==> src/rtl/jtag_pkg.sv <==
package jtag_pkg;

    //////////////////////////////////////////////////////////////////////
    // Register lengths and fixed values
    //////////////////////////////////////////////////////////////////////

    localparam int unsigned IR_WIDTH     = 4;     // Instruction register length
    localparam int unsigned IDCODE_WIDTH = 32;    // Device identification length

    // Fixed pattern loaded in CAPTURE_IR, LSB pair 01 per JTAG
    localparam logic [IR_WIDTH-1:0]     IR_CAPTURE     = 4'b0001;
    localparam logic [IDCODE_WIDTH-1:0] DEFAULT_IDCODE = 32'hDEAD104D; // LSB must be 1

    //////////////////////////////////////////////////////////////////////
    // TAP controller states
    //////////////////////////////////////////////////////////////////////

    typedef enum logic [3:0] {
        TEST_LOGIC_RESET = 4'b0000,
        RUN_TEST_IDLE    = 4'b0001,
        SELECT_DR_SCAN   = 4'b0010,
        CAPTURE_DR       = 4'b0011,
        SHIFT_DR         = 4'b0100,
        EXIT1_DR         = 4'b0101,
        PAUSE_DR         = 4'b0110,
        EXIT2_DR         = 4'b0111,
        UPDATE_DR        = 4'b1000,
        SELECT_IR_SCAN   = 4'b1001,   // IR column starts here
        CAPTURE_IR       = 4'b1010,
        SHIFT_IR         = 4'b1011,
        EXIT1_IR         = 4'b1100,
        PAUSE_IR         = 4'b1101,
        EXIT2_IR         = 4'b1110,
        UPDATE_IR        = 4'b1111
    } tap_state_e;

    // Instruction codes, anything else behaves as BYPASS
    typedef enum logic [IR_WIDTH-1:0] {
        SAMPLE_PRELOAD = 4'b0001,
        EXTEST         = 4'b0010,
        INTEST         = 4'b0011,
        IDCODE         = 4'b0100,
        BYPASS         = 4'b1111    // All ones as required by the standard
    } ir_opcode_e;

    // Data register placed between TDI and TDO
    typedef enum logic [1:0] {
        DR_BYPASS = 2'b00,
        DR_IDCODE = 2'b01,
        DR_BSR    = 2'b10
    } dr_select_e;

    // Pin routing through the boundary cells
    typedef enum logic [1:0] {
        BSR_NORMAL = 2'b00,         // Functional path, cells only observe
        BSR_EXTEST = 2'b01,         // Hold cells drive the system pins
        BSR_INTEST = 2'b10          // Hold cells drive the core inputs
    } bsr_mode_e;

endpackage

==> src/rtl/tap_controller.sv <==
`timescale 1ns/1ps

module tap_controller (
    input  logic TCK,
    input  logic rst,
    input  logic tms,
    output logic capture_dr,
    output logic shift_dr,
    output logic update_dr,
    output logic capture_ir,
    output logic shift_ir,
    output logic update_ir,
    output logic test_logic_reset
);

    jtag_pkg::tap_state_e state;       // Current TAP state
    jtag_pkg::tap_state_e next_state;

    //////////////////////////////////////////////////////////////////////
    // State register
    //////////////////////////////////////////////////////////////////////

    always_ff @(posedge TCK) begin
        if (rst) begin
            state <= jtag_pkg::TEST_LOGIC_RESET;
        end else begin
            state <= next_state;        // One step per edge, TMS decides
        end
    end

    //////////////////////////////////////////////////////////////////////
    // Transition table
    //////////////////////////////////////////////////////////////////////

    always_comb begin
        next_state = state;
        case (state)
            jtag_pkg::TEST_LOGIC_RESET:
                next_state = tms ? jtag_pkg::TEST_LOGIC_RESET : jtag_pkg::RUN_TEST_IDLE;
            jtag_pkg::RUN_TEST_IDLE:
                next_state = tms ? jtag_pkg::SELECT_DR_SCAN : jtag_pkg::RUN_TEST_IDLE;
            jtag_pkg::SELECT_DR_SCAN:
                next_state = tms ? jtag_pkg::SELECT_IR_SCAN : jtag_pkg::CAPTURE_DR;
            jtag_pkg::CAPTURE_DR:
                next_state = tms ? jtag_pkg::EXIT1_DR : jtag_pkg::SHIFT_DR;
            jtag_pkg::SHIFT_DR:
                next_state = tms ? jtag_pkg::EXIT1_DR : jtag_pkg::SHIFT_DR;
            jtag_pkg::EXIT1_DR:
                next_state = tms ? jtag_pkg::UPDATE_DR : jtag_pkg::PAUSE_DR;
            jtag_pkg::PAUSE_DR:
                next_state = tms ? jtag_pkg::EXIT2_DR : jtag_pkg::PAUSE_DR;
            jtag_pkg::EXIT2_DR:
                next_state = tms ? jtag_pkg::UPDATE_DR : jtag_pkg::SHIFT_DR; // Resume shift
            jtag_pkg::UPDATE_DR:
                next_state = tms ? jtag_pkg::SELECT_DR_SCAN : jtag_pkg::RUN_TEST_IDLE;
            jtag_pkg::SELECT_IR_SCAN:
                next_state = tms ? jtag_pkg::TEST_LOGIC_RESET : jtag_pkg::CAPTURE_IR;
            jtag_pkg::CAPTURE_IR:
                next_state = tms ? jtag_pkg::EXIT1_IR : jtag_pkg::SHIFT_IR;
            jtag_pkg::SHIFT_IR:
                next_state = tms ? jtag_pkg::EXIT1_IR : jtag_pkg::SHIFT_IR;
            jtag_pkg::EXIT1_IR:
                next_state = tms ? jtag_pkg::UPDATE_IR : jtag_pkg::PAUSE_IR;
            jtag_pkg::PAUSE_IR:
                next_state = tms ? jtag_pkg::EXIT2_IR : jtag_pkg::PAUSE_IR;
            jtag_pkg::EXIT2_IR:
                next_state = tms ? jtag_pkg::UPDATE_IR : jtag_pkg::SHIFT_IR;
            jtag_pkg::UPDATE_IR:
                next_state = tms ? jtag_pkg::SELECT_DR_SCAN : jtag_pkg::RUN_TEST_IDLE;
            default:
                next_state = jtag_pkg::TEST_LOGIC_RESET;
        endcase
    end

    //////////////////////////////////////////////////////////////////////
    // Strobes, high for the whole cycle spent in the state
    //////////////////////////////////////////////////////////////////////

    // Registers act on the edge that leaves the state
    assign capture_dr = (state == jtag_pkg::CAPTURE_DR);
    assign shift_dr   = (state == jtag_pkg::SHIFT_DR);
    assign update_dr  = (state == jtag_pkg::UPDATE_DR);
    assign capture_ir = (state == jtag_pkg::CAPTURE_IR);
    assign shift_ir   = (state == jtag_pkg::SHIFT_IR);
    assign update_ir  = (state == jtag_pkg::UPDATE_IR);

    assign test_logic_reset = (state == jtag_pkg::TEST_LOGIC_RESET); // IR reload request

endmodule

==> src/rtl/instruction_register.sv <==
`timescale 1ns/1ps

module instruction_register (
    input  logic                 TCK,
    input  logic                 rst,
    input  logic                 tdi,
    input  logic                 capture_ir,
    input  logic                 shift_ir,
    input  logic                 update_ir,
    input  logic                 test_logic_reset,
    output jtag_pkg::dr_select_e dr_select,
    output jtag_pkg::bsr_mode_e  bsr_mode,
    output logic                 ir_tdo
);

    logic [jtag_pkg::IR_WIDTH-1:0] ir_shift;   // Scan path side
    jtag_pkg::ir_opcode_e          ir_hold;    // Active instruction

    //////////////////////////////////////////////////////////////////////
    // Shift stage
    //////////////////////////////////////////////////////////////////////

    always_ff @(posedge TCK) begin
        if (capture_ir) begin
            ir_shift <= jtag_pkg::IR_CAPTURE;
        end else if (shift_ir) begin
            ir_shift <= {tdi, ir_shift[jtag_pkg::IR_WIDTH-1:1]}; // TDI in at MSB
        end
    end

    assign ir_tdo = ir_shift[0];

    // Hold stage, IDCODE is the power-on and TLR instruction
    always_ff @(posedge TCK) begin
        if (rst || test_logic_reset) begin
            ir_hold <= jtag_pkg::IDCODE;
        end else if (update_ir) begin
            ir_hold <= jtag_pkg::ir_opcode_e'(ir_shift); // Undefined codes kept as is
        end
    end

    //////////////////////////////////////////////////////////////////////
    // Instruction decode
    //////////////////////////////////////////////////////////////////////

    always_comb begin
        dr_select = jtag_pkg::DR_BYPASS;   // BYPASS and every unknown code
        bsr_mode  = jtag_pkg::BSR_NORMAL;
        case (ir_hold)
            jtag_pkg::IDCODE: begin
                dr_select = jtag_pkg::DR_IDCODE;
            end
            jtag_pkg::SAMPLE_PRELOAD: begin
                dr_select = jtag_pkg::DR_BSR;   // Pins stay functional
            end
            jtag_pkg::EXTEST: begin
                dr_select = jtag_pkg::DR_BSR;
                bsr_mode  = jtag_pkg::BSR_EXTEST;
            end
            jtag_pkg::INTEST: begin
                dr_select = jtag_pkg::DR_BSR;
                bsr_mode  = jtag_pkg::BSR_INTEST;
            end
            default: begin
                dr_select = jtag_pkg::DR_BYPASS;
                bsr_mode  = jtag_pkg::BSR_NORMAL;
            end
        endcase
    end

endmodule

==> src/rtl/boundary_scan_register.sv <==
`timescale 1ns/1ps

module boundary_scan_register #(
    parameter int unsigned INPUT_WIDTH  = 5,
    parameter int unsigned OUTPUT_WIDTH = 4
) (
    input  logic                    TCK,
    input  logic                    rst,
    input  logic                    tdi,
    input  logic                    capture_dr,
    input  logic                    shift_dr,
    input  logic                    update_dr,
    input  jtag_pkg::dr_select_e    dr_select,
    input  jtag_pkg::bsr_mode_e     bsr_mode,
    input  logic [INPUT_WIDTH-1:0]  sys_in,
    input  logic [OUTPUT_WIDTH-1:0] core_out,
    output logic [INPUT_WIDTH-1:0]  core_in,
    output logic [OUTPUT_WIDTH-1:0] sys_out,
    output logic                    bsr_tdo
);

    localparam int unsigned TOTAL_WIDTH = INPUT_WIDTH + OUTPUT_WIDTH;

    // Upper cells are input cells, lower cells are output cells
    logic [TOTAL_WIDTH-1:0] bsr_shift;
    logic [TOTAL_WIDTH-1:0] bsr_hold;
    logic                   bsr_active;    // BSR sits in the scan path

    assign bsr_active = (dr_select == jtag_pkg::DR_BSR);

    //////////////////////////////////////////////////////////////////////
    // Capture, shift and update
    //////////////////////////////////////////////////////////////////////

    always_ff @(posedge TCK) begin
        if (rst) begin
            bsr_shift <= '0;
            bsr_hold  <= '0;
        end else begin
            if (bsr_active && capture_dr) begin
                bsr_shift <= {sys_in, core_out};   // Snapshot of both pin groups
            end else if (bsr_active && shift_dr) begin
                bsr_shift <= {tdi, bsr_shift[TOTAL_WIDTH-1:1]};
            end

            // Hold cells only change in UPDATE_DR
            if (bsr_active && update_dr) begin
                bsr_hold <= bsr_shift;
            end
        end
    end

    assign bsr_tdo = bsr_shift[0];

    //////////////////////////////////////////////////////////////////////
    // Pin muxing
    //////////////////////////////////////////////////////////////////////

    // INTEST drives the core from the input hold cells
    assign core_in = (bsr_mode == jtag_pkg::BSR_INTEST) ?
                     bsr_hold[TOTAL_WIDTH-1:OUTPUT_WIDTH] : sys_in;

    // EXTEST drives the board from the output hold cells
    assign sys_out = (bsr_mode == jtag_pkg::BSR_EXTEST) ?
                     bsr_hold[OUTPUT_WIDTH-1:0] : core_out;

endmodule

==> src/rtl/idcode_bypass_tdo.sv <==
`timescale 1ns/1ps

module idcode_bypass_tdo #(
    parameter logic [jtag_pkg::IDCODE_WIDTH-1:0] IDCODE_VALUE = jtag_pkg::DEFAULT_IDCODE
) (
    input  logic                 TCK,
    input  logic                 rst,
    input  logic                 tdi,
    input  logic                 capture_dr,
    input  logic                 shift_dr,
    input  logic                 shift_ir,
    input  logic                 ir_tdo,
    input  logic                 bsr_tdo,
    input  jtag_pkg::dr_select_e dr_select,
    output logic                 tdo,
    output logic                 tdo_en
);

    logic [jtag_pkg::IDCODE_WIDTH-1:0] id_shift;
    logic                              bypass_cell;   // Single bit path

    //////////////////////////////////////////////////////////////////////
    // Identification and bypass registers
    //////////////////////////////////////////////////////////////////////

    always_ff @(posedge TCK) begin
        if (rst) begin
            id_shift    <= IDCODE_VALUE;
            bypass_cell <= 1'b0;
        end else begin
            if (dr_select == jtag_pkg::DR_IDCODE) begin
                if (capture_dr) begin
                    id_shift <= IDCODE_VALUE;
                end else if (shift_dr) begin
                    id_shift <= {1'b1, id_shift[jtag_pkg::IDCODE_WIDTH-1:1]}; // Fill with ones
                end
            end
            if (dr_select == jtag_pkg::DR_BYPASS) begin
                if (capture_dr) begin
                    bypass_cell <= 1'b0;       // Known zero leads the bypassed stream
                end else if (shift_dr) begin
                    bypass_cell <= tdi;
                end
            end
        end
    end

    // TDO source, driven only while a shift state is active
    always_comb begin
        tdo_en = shift_dr | shift_ir;
        tdo    = 1'b0;
        if (shift_ir) begin
            tdo = ir_tdo;
        end else if (shift_dr) begin
            case (dr_select)
                jtag_pkg::DR_IDCODE: tdo = id_shift[0];
                jtag_pkg::DR_BSR:    tdo = bsr_tdo;
                default:             tdo = bypass_cell;
            endcase
        end
    end

endmodule

==> src/rtl/jtag_tap_top.sv <==
`timescale 1ns/1ps

module jtag_tap_top #(
    parameter int unsigned                       INPUT_WIDTH  = 5,
    parameter int unsigned                       OUTPUT_WIDTH = 4,
    parameter logic [jtag_pkg::IDCODE_WIDTH-1:0] IDCODE_VALUE = jtag_pkg::DEFAULT_IDCODE
) (
    input  logic                    TCK,
    input  logic                    rst,
    input  logic                    tms,
    input  logic                    tdi,
    input  logic [INPUT_WIDTH-1:0]  sys_in,
    input  logic [OUTPUT_WIDTH-1:0] core_out,
    output logic [INPUT_WIDTH-1:0]  core_in,
    output logic [OUTPUT_WIDTH-1:0] sys_out,
    output logic                    tdo,
    output logic                    tdo_en
);

    logic                 capture_dr;
    logic                 shift_dr;
    logic                 update_dr;
    logic                 capture_ir;
    logic                 shift_ir;
    logic                 update_ir;
    logic                 test_logic_reset;
    jtag_pkg::dr_select_e dr_select;     // Decoded from active instruction
    jtag_pkg::bsr_mode_e  bsr_mode;
    logic                 ir_tdo;
    logic                 bsr_tdo;

    //////////////////////////////////////////////////////////////////////
    // Decode side
    //////////////////////////////////////////////////////////////////////

    tap_controller i_tap_controller (
        .TCK              (TCK),
        .rst              (rst),
        .tms              (tms),
        .capture_dr       (capture_dr),
        .shift_dr         (shift_dr),
        .update_dr        (update_dr),
        .capture_ir       (capture_ir),
        .shift_ir         (shift_ir),
        .update_ir        (update_ir),
        .test_logic_reset (test_logic_reset)
    );

    instruction_register i_instruction_register (
        .TCK              (TCK),
        .rst              (rst),
        .tdi              (tdi),
        .capture_ir       (capture_ir),
        .shift_ir         (shift_ir),
        .update_ir        (update_ir),
        .test_logic_reset (test_logic_reset),
        .dr_select        (dr_select),
        .bsr_mode         (bsr_mode),
        .ir_tdo           (ir_tdo)
    );

    // Boundary cells around the core pins
    boundary_scan_register #(
        .INPUT_WIDTH  (INPUT_WIDTH),
        .OUTPUT_WIDTH (OUTPUT_WIDTH)
    ) i_boundary_scan_register (
        .TCK        (TCK),
        .rst        (rst),
        .tdi        (tdi),
        .capture_dr (capture_dr),
        .shift_dr   (shift_dr),
        .update_dr  (update_dr),
        .dr_select  (dr_select),
        .bsr_mode   (bsr_mode),
        .sys_in     (sys_in),
        .core_out   (core_out),
        .core_in    (core_in),
        .sys_out    (sys_out),
        .bsr_tdo    (bsr_tdo)
    );

    idcode_bypass_tdo #(
        .IDCODE_VALUE (IDCODE_VALUE)
    ) i_idcode_bypass_tdo (
        .TCK        (TCK),
        .rst        (rst),
        .tdi        (tdi),
        .capture_dr (capture_dr),
        .shift_dr   (shift_dr),
        .shift_ir   (shift_ir),
        .ir_tdo     (ir_tdo),
        .bsr_tdo    (bsr_tdo),
        .dr_select  (dr_select),
        .tdo        (tdo),
        .tdo_en     (tdo_en)      // Stands in for the tri-state enable
    );

endmodule

==> config.mk <==
export PLATFORM = sky130hd
export DESIGN_NAME = jtag_tap_top
export DESIGN_NICKNAME = d
export VERILOG_FILES = /design/src/rtl/jtag_pkg.sv /design/src/rtl/tap_controller.sv /design/src/rtl/instruction_register.sv /design/src/rtl/boundary_scan_register.sv /design/src/rtl/idcode_bypass_tdo.sv /design/src/rtl/jtag_tap_top.sv
export SDC_FILE = /design/constraint.sdc
export NUM_CORES = 1
export LEC_CHECK = 0
export BUFFER_PORTS_ARGS = -buffer_cell sky130_fd_sc_hd__buf_2
export CORE_UTILIZATION = 35
export CTS_CLUSTER_DIAMETER = 120
export DETAILED_ROUTE_END_ITERATION = 8
export PLACE_DENSITY_LB_ADDON = 0.1
export SYNTH_ARGS = -nofsm -noshare
export SYNTH_HDL_FRONTEND = slang
export SYNTH_SLANG_ARGS = --single-unit
==> constraint.sdc <==
create_clock -name TCK -period 1.96 [get_ports TCK]
set_input_delay 0.098 -clock TCK [delete_from_list [all_inputs] [get_ports TCK]]
set_output_delay 0.098 -clock TCK [all_outputs]
set_load 0.1 [all_outputs]
==> results of run 1 <==
## state kept, by name, summed over array words and instances, names as in the netlist
register / cells
i_idcode_bypass_tdo.bypass_cell: 1
i_boundary_scan_register.bsr_hold: 9
i_instruction_register.ir_hold: 4
i_tap_controller.state: 4
i_idcode_bypass_tdo.id_shift: 30
i_boundary_scan_register.bsr_shift: 9
i_instruction_register.ir_shift: 4
## synth_stat cells (2+ instances only)
cell type	n
a211o_1	2
a21o_1	2
a21oi_1	19
a22o_1	6
a22oi_1	16
a31oi_1	4
buf_2	6
buf_6	2
clkbuf_1	10
dfxtp_1	61
ha_1	3
inv_1	6
mux2_2	10
mux2i_1	9
nand2_1	18
nand2b_1	4
nand3_1	5
nand3b_1	2
nor2_1	48
nor2b_1	4
nor3_1	4
o21ai_0	13
o22a_1	6
o2bb2ai_1	9
## layout make-up
class / count / area (um2) / share of cell area [%]
clock inverter: 3 / 67.6 / 2.10
inverter: 6 / 22.5 / 0.700
sequential: 61 / 1220 / 38.1
timing repair buffer: 42 / 310 / 9.65
clock buffer: 12 / 165 / 5.14
multi-input combinational: 199 / 1300 / 40.5
tap: 99 / 124 / 3.85
## per-layer routing
metal / up-vias / track usage (%)
met5: - / 0
met4: 0 / 7.48
met3: 10 / 4.90
met2: 22 / 26.3
met1: 997 / 20.3
li1: 1088 / -
## stage by stage
step                utilization (%)  hold WS, ns
floorplan                         -        0.238
global route                   44.6       0.0373
detailed placement             40.0        0.383
global placement               40.0        0.371
finish                         44.6       0.0341
CTS                            44.0       0.0183
## worst paths after layout
path / start / endpoint / slack [ns] / depth (start not counted)
worst min-delay path: sys_in[3] / i_boundary_scan_register.bsr_shift[7]$_SDFFE_PP0P_ / 0.03 / 3
worst max register to register: i_instruction_register.ir_hold[0]$_SDFFE_PP0P_ / i_idcode_bypass_tdo.id_shift[17]$_SDFFE_PP0P_ / 0.06 / 9
worst min register to register: i_idcode_bypass_tdo.id_shift[29]$_SDFFE_PP0P_ / i_idcode_bypass_tdo.id_shift[29]$_SDFFE_PP0P_ / 0.46 / 1
worst max-delay path: i_instruction_register.ir_hold[0]$_SDFFE_PP0P_ / tdo / 0.02 / 7
## worst max-delay path, delay by kind of cell (launching register included)
| family | cells | cell delay [ns] |
|---|---|---|
| AOI/OAI and AO/OA | 3 | 0.49 |
| DFF | 1 | 0.33 |
| and+or+nand+nor | 2 | 0.28 |
| adders and majority gates | 1 | 0.22 |
| buffers and inverters | 1 | 0.18 |
## what timing repair did
action                                  CTS  global route
endpoints found under the setup margin    1            35
pin swaps                                 4             2
buffers inserted                          3             2
gates resized for setup                   9            14
## cell families after synthesis
kind of cell             after synthesis  synth area share (%)
AND/OR/NAND/NOR                       94                  17.1
flip-flops                            61                  47.0
multiplexers                          19                  7.80
buffers and inverters                 25                  4.62
AO/OA/AOI/OAI                         82                  21.7
XOR/XNOR                               1                 0.337
adder cells (fa/ha/maj)                3                  1.44
## power by group through the flow
stage	combinational, mW	clock (mW)	sequential, mW
2_1_floorplan	0.204	0	1.31
3_3_place_gp	0.267	0	1.32
3_5_place_dp	0.268	0	1.32
4_1_cts	0.269	1.34	1.29
5_1_grt	0.297	1.39	1.29
6_report	0.274	1.30	1.29
==> metrics.txt, run 1 <==
result of the run=complete, no violations; number of maximum-capacitance constraint violations=0; sequential group share of total power=45.0%; number of routed nets with antenna violations=0; largest net degree at the start of global routing=25; ordered list of cells on the worst path=nor2_2 > nand3b_1 > ha_2 > a22oi_2 > o21ai_1 > a22o_1 > buf_12; Max Buffers Root-to-Sink=2; leading cell type in the layout, fill and taps excluded=dfxtp_1; power density over cell area=891 mW/mm2; net switching share of the total power=between 20% and 30%; final antenna diode count=0; sum of negative setup slack=0 ns; data required time of the critical path=1.86 ns; DIE HEIGHT=88.2 um; portion of the post-synthesis area used by sequential elements=47.0%; full die area=0.00777 mm2; final net count=335; top cells by area, synth=dfxtp_1, nor2_1, a22oi_1; deepest level of the CTS H-tree=3; number of instances in the synthesized netlist=285; global-route usage over all layers=between 10% and 20%; horizontal die dimension=roughly 88 um; clock-pin slew on the worst setup and hold paths=roughly 0.070 ns; internal portion of total power=2.17 mW; wire length of the first global-routing pass=9590 um; cell with the largest stage delay on the worst path=dfxtp_2; total setup violations reported at the end of the flow=0; Ports=24; routed length on met2=roughly 2800 um; slowest stage delay, CP=0.33 ns; clock root buffer master=clkbuf_8; residual DRC count=0; most frequently used flop master after synthesis=dfxtp_1; Post-Place Cells=roughly 400; uppermost signal routing layer after detailed routing=met4; Synth cell types=40; crit path launch type=flop; switching power=about 700 uW; floorplan row count=31; type of the worst setup path=reg -> out; Setup Slack @ Placement=0.113 ns; leak pwr=roughly 1.3 nW; final count of hold timing violations=0; share of flip-flops with an asynchronous set or reset=0%; Synth Cell Area=0.00260 mm2; max frequency=0.515 GHz; unrepaired setup endpoints after global routing=yes; Sink Count=61; core outline area=a little over 0.007 mm2; min Tclk post-route=1.94 ns; later-pin clock latency in the skew report=0.34 ns; wire length after detailed routing=5920 um; routability congestion estimate=0.753; final global-route overflow total=0; CTS tree=built; fraction of post-synthesis cell area in the top cell type by area=47.0%; drt first-iter violations=92; setup skew after layout=just over 0.01 ns; filler cell count=751; Peak supply drop=0.429 mV; via total after detailed routing=2117; DP HPWL=3890 um; hold bufs inserted after CTS=0; nature of the critical path endpoint=primary output; ratio of cells with drive above 1 in the final layout=between 20% and 30%; Final Instance Count excl. Fillers=422; number of synthesized flops with an enable pin=0; Hold WC Path Type=in -> reg; flops & latches, synth=61; number of pins with negative max-slew slack in the final report=0; Area growth, synth to finish=23.7%; Post-Syn Nets=301; Syn Area/Cell=a little over 9 um2; clock power share=45.5%; worst-margin pin slew=0.521 ns; final worst-path setup slack=0.0185 ns; commonest non-fill, non-tap cells in the layout=dfxtp_1, nor2_1, buf_4; portion of total power attributed to combinational logic=9.6%; via count of the first global-routing pass=1982; routed wire length per instance=14.0 um; length of the first detailed-routing pass in iterations=4; mean number of vias per cell=5.02; slew margin rel.=65.3%; data arrival time of the critical path=1.84 ns; number of buffer cells added on primary ports=23; highest fanout seen on the critical path=4; Synth Warn #=0; final instance area=0.00322 mm2; cell area reported after detailed placement=0.00289 mm2; total CTS buffers=9; met3 WL=175 um; Tcrit/Tclk final=99.1%; most area-hungry cell type in the Yosys netlist=dfxtp_1; sum of routed wire segments on met1=about 2900 um; initial antenna violation count=0; effective utilization at floorplan=approximately 36%; total power consumption of the routed design=2.86 mW
Power figures use the tool's default switching activity.
==> inputs of run 2 (changes only) <==
CORE_UTILIZATION = 55   (was 35)
CTS_CLUSTER_DIAMETER = 50   (was 120)
SETUP_SLACK_MARGIN = 0.2   (was unset)
==> run 2 against run 1 <==
Net effect:
- total power shrank 7.2%
- critical path depth is the same
- sequential share of layout area shrank 0.58 points
- non-clock buffer count grew 7
- the run now ends with design-rule violations, negative setup slack left
==> metrics.txt, run 2 (synthesis gave the netlist of run 1 again) <==
Setup Slack @ Placement=0.0693 ns (-0.0441 ns); routability congestion estimate=0.793 (+5.3%); post-route core utilization=73.7% (+29 points); slew margin rel.=59.8% (-5.4 points); biggest registers after layout=i_idcode_bypass_tdo.id_shift x30, i_boundary_scan_register.bsr_hold x9, i_boundary_scan_register.bsr_shift x9; later-pin clock latency in the skew report=0.34 ns (about the same); Ports=24 (unchanged); full die area=0.00500 mm2 (-36%); residual DRC count=5 (+5); unrepaired setup endpoints after global routing=yes; min Tclk post-route=2.01 ns (+0.0652 ns); Hold WC Path Type=in -> reg; DP HPWL=3560 um (-8.5%); wire length of the first global-routing pass=9720 um (+1.3%); number of buffer cells added on primary ports=23 (unchanged); wire length after detailed routing=6040 um (+2.0%); leak pwr=1.31 nW (+2.2%); setup skew after layout=0.00686 ns (-0.00323 ns); internal portion of total power=1.98 mW (-8.5%); final net count=342 (+2.1%); data required time of the critical path=1.86 ns (about the same); nature of the critical path endpoint=primary output; largest delay contributor family on the critical path=flip-flops; max frequency=0.498 GHz (-3.2%); deepest level of the CTS H-tree=3 (unchanged); total power consumption of the routed design=2.66 mW (-7.2%); horizontal die dimension=70.7 um (-20%); filler cell count=335 (-55%); via total after detailed routing=2240 (+5.8%); ordered list of cells on the worst path=nor3_4 > buf_4 > ha_2 > nand2_1 > o21ai_1 > a22o_2 > buf_12; leading cell type in the layout, fill and taps excluded=dfxtp_1; final instance area=0.00328 mm2 (+1.9%); cell area reported after detailed placement=0.00280 mm2 (-2.9%); total CTS buffers=9 (unchanged); result of the run=finished, violations left; crit path launch type=flop; drt first-iter violations=178 (+93%); sum of negative setup slack=-0.0806 ns (-0.0806 ns); clock root buffer master=clkbuf_8; largest register by flop count=i_idcode_bypass_tdo.id_shift; initial antenna violation count=0 (unchanged); final global-route overflow total=0 (unchanged); commonest non-fill, non-tap cells in the layout=dfxtp_1, nor2_1, buf_4; Tcrit/Tclk final=102% (+3.3 points); Area growth, synth to finish=26.0%; ratio of cells with drive above 1 in the final layout=30.2% (+4.8 points); Max Buffers Root-to-Sink=2 (unchanged); sequential group share of total power=48.5% (+3.5 points); core outline area=0.00444 mm2 (-38%); final worst-path setup slack=-0.0467 ns (-0.0652 ns); effective utilization at floorplan=58.5% (+22 points); net switching share of the total power=25.5% (+1.1 points); Worst Path Buf+Inv=2 (+1); largest net degree at the start of global routing=29 (+16%); type of the worst setup path=reg -> out; switching power=677 uW (-3.1%); clock-pin slew on the worst setup and hold paths=0.07 ns (about the same); final antenna diode count=0 (unchanged); floorplan row count=24 (-23%); clock power share=40.7% (-4.8 points); data arrival time of the critical path=1.91 ns (+0.07 ns); cell with the largest stage delay on the worst path=dfxtp_2; worst-margin pin slew=0.603 ns (+0.0817 ns); mean number of vias per cell=5.85 (+17%); number of routed nets with antenna violations=0 (unchanged); number of flip-flops in the largest register=30 (unchanged); violations in the final reports=design-rule violations, negative setup slack; length of the first detailed-routing pass in iterations=7 (+3); CTS tree=built; highest fanout seen on the critical path=4 (unchanged); number of pins with negative max-slew slack in the final report=0 (unchanged); total setup violations reported at the end of the flow=2 (+2); Peak supply drop=0.707 mV (+65%); slowest stage delay, CP=0.35 ns (+0.02 ns); portion of total power attributed to combinational logic=10.8% (+1.2 points); routed wire length per instance=15.8 um (+12%); global-route usage over all layers=25.3% (+8.9 points); Sink Count=61 (unchanged); power density over cell area=812 mW/mm2 (-8.9%); DIE HEIGHT=70.7 um (-20%); final count of hold timing violations=0 (unchanged); via count of the first global-routing pass=2171 (+9.5%); number of maximum-capacitance constraint violations=0 (unchanged)
-- run 2: power groups by stage --
stage / clock, mW / combinational (mW) / sequential [mW]
floorplan: 0 / 0.204 / 1.31
global placement: 0 / 0.254 / 1.31
detailed placement: 0 / 0.257 / 1.31
CTS: 1.10 / 0.273 / 1.29
global route: 1.16 / 0.310 / 1.29
finish: 1.08 / 0.288 / 1.29
-- run 2: timing repair --
action / 4_1_cts / 5_1_grt
setup endpoints to repair: 42 / 49
cloned: 0 / 2
setup buffers: 10 / 2
hold buffers: 0 / 0
pin swaps: 1 / 9
resized for setup: 31 / 26
-- run 2: worst reg2reg max path, cell delays in order (launching register included) --
cell	delay [ns]
dfxtp_2	0.35
nor3_4	0.24
inv_2	0.09
buf_4	0.14
buf_4	0.12
buf_4	0.12
buf_4	0.12
buf_4	0.12
buf_4	0.13
ha_1	0.21
inv_1	0.08
o21ai_1	0.08
a21oi_1	0.13
-- run 2: final cells by class --
cell class | instances | area (um2) | share of cell area [%]
clock buffers | 12 | 145 | 4.43
clock inverters | 4 | 47.5 | 1.45
inverters | 6 | 22.5 | 0.688
multi-input cells | 199 | 1350 | 41.3
flip-flops and latches | 61 | 1230 | 37.5
well taps | 52 | 65.1 | 1.99
repair buffers | 49 | 414 | 12.6
-- run 2: path summary, 6_finish.rpt --
kind                                                   from  slack, ns                                            endpoint  depth (start not counted)
min                                             core_out[2]       0.03  i_boundary_scan_register.bsr_shift[2]$_SDFFE_PP0P_                          3
min reg2reg   i_idcode_bypass_tdo.id_shift[29]$_SDFFE_PP0P_       0.46       i_idcode_bypass_tdo.id_shift[29]$_SDFFE_PP0P_                          1
max          i_instruction_register.ir_hold[3]$_SDFFE_PP0P_      -0.05                                                 tdo                          7
max reg2reg  i_instruction_register.ir_hold[3]$_SDFFE_PP0P_      -0.03        i_idcode_bypass_tdo.bypass_cell$_SDFFE_PP0P_                         12
-- run 2: per-layer routing --
metal / track usage, % / up-vias / part of all wire (%)
met3: 5.13 / 13 / 4.6
met4: 13.8 / 0 / 2.4
li1: - / 1102 / -
met2: 44.0 / 60 / 51
met1: 29.3 / 1065 / 42
met5: 0 / - / 0
-- run 2: through the flow --
step / instances / hold slack (ns)
6_report: 383 / 0.0304
2_1_floorplan: 285 / 0.238
3_3_place_gp: 353 / 0.367
5_1_grt: 383 / 0.0419
4_1_cts: 379 / 0.0222
3_5_place_dp: 353 / 0.379
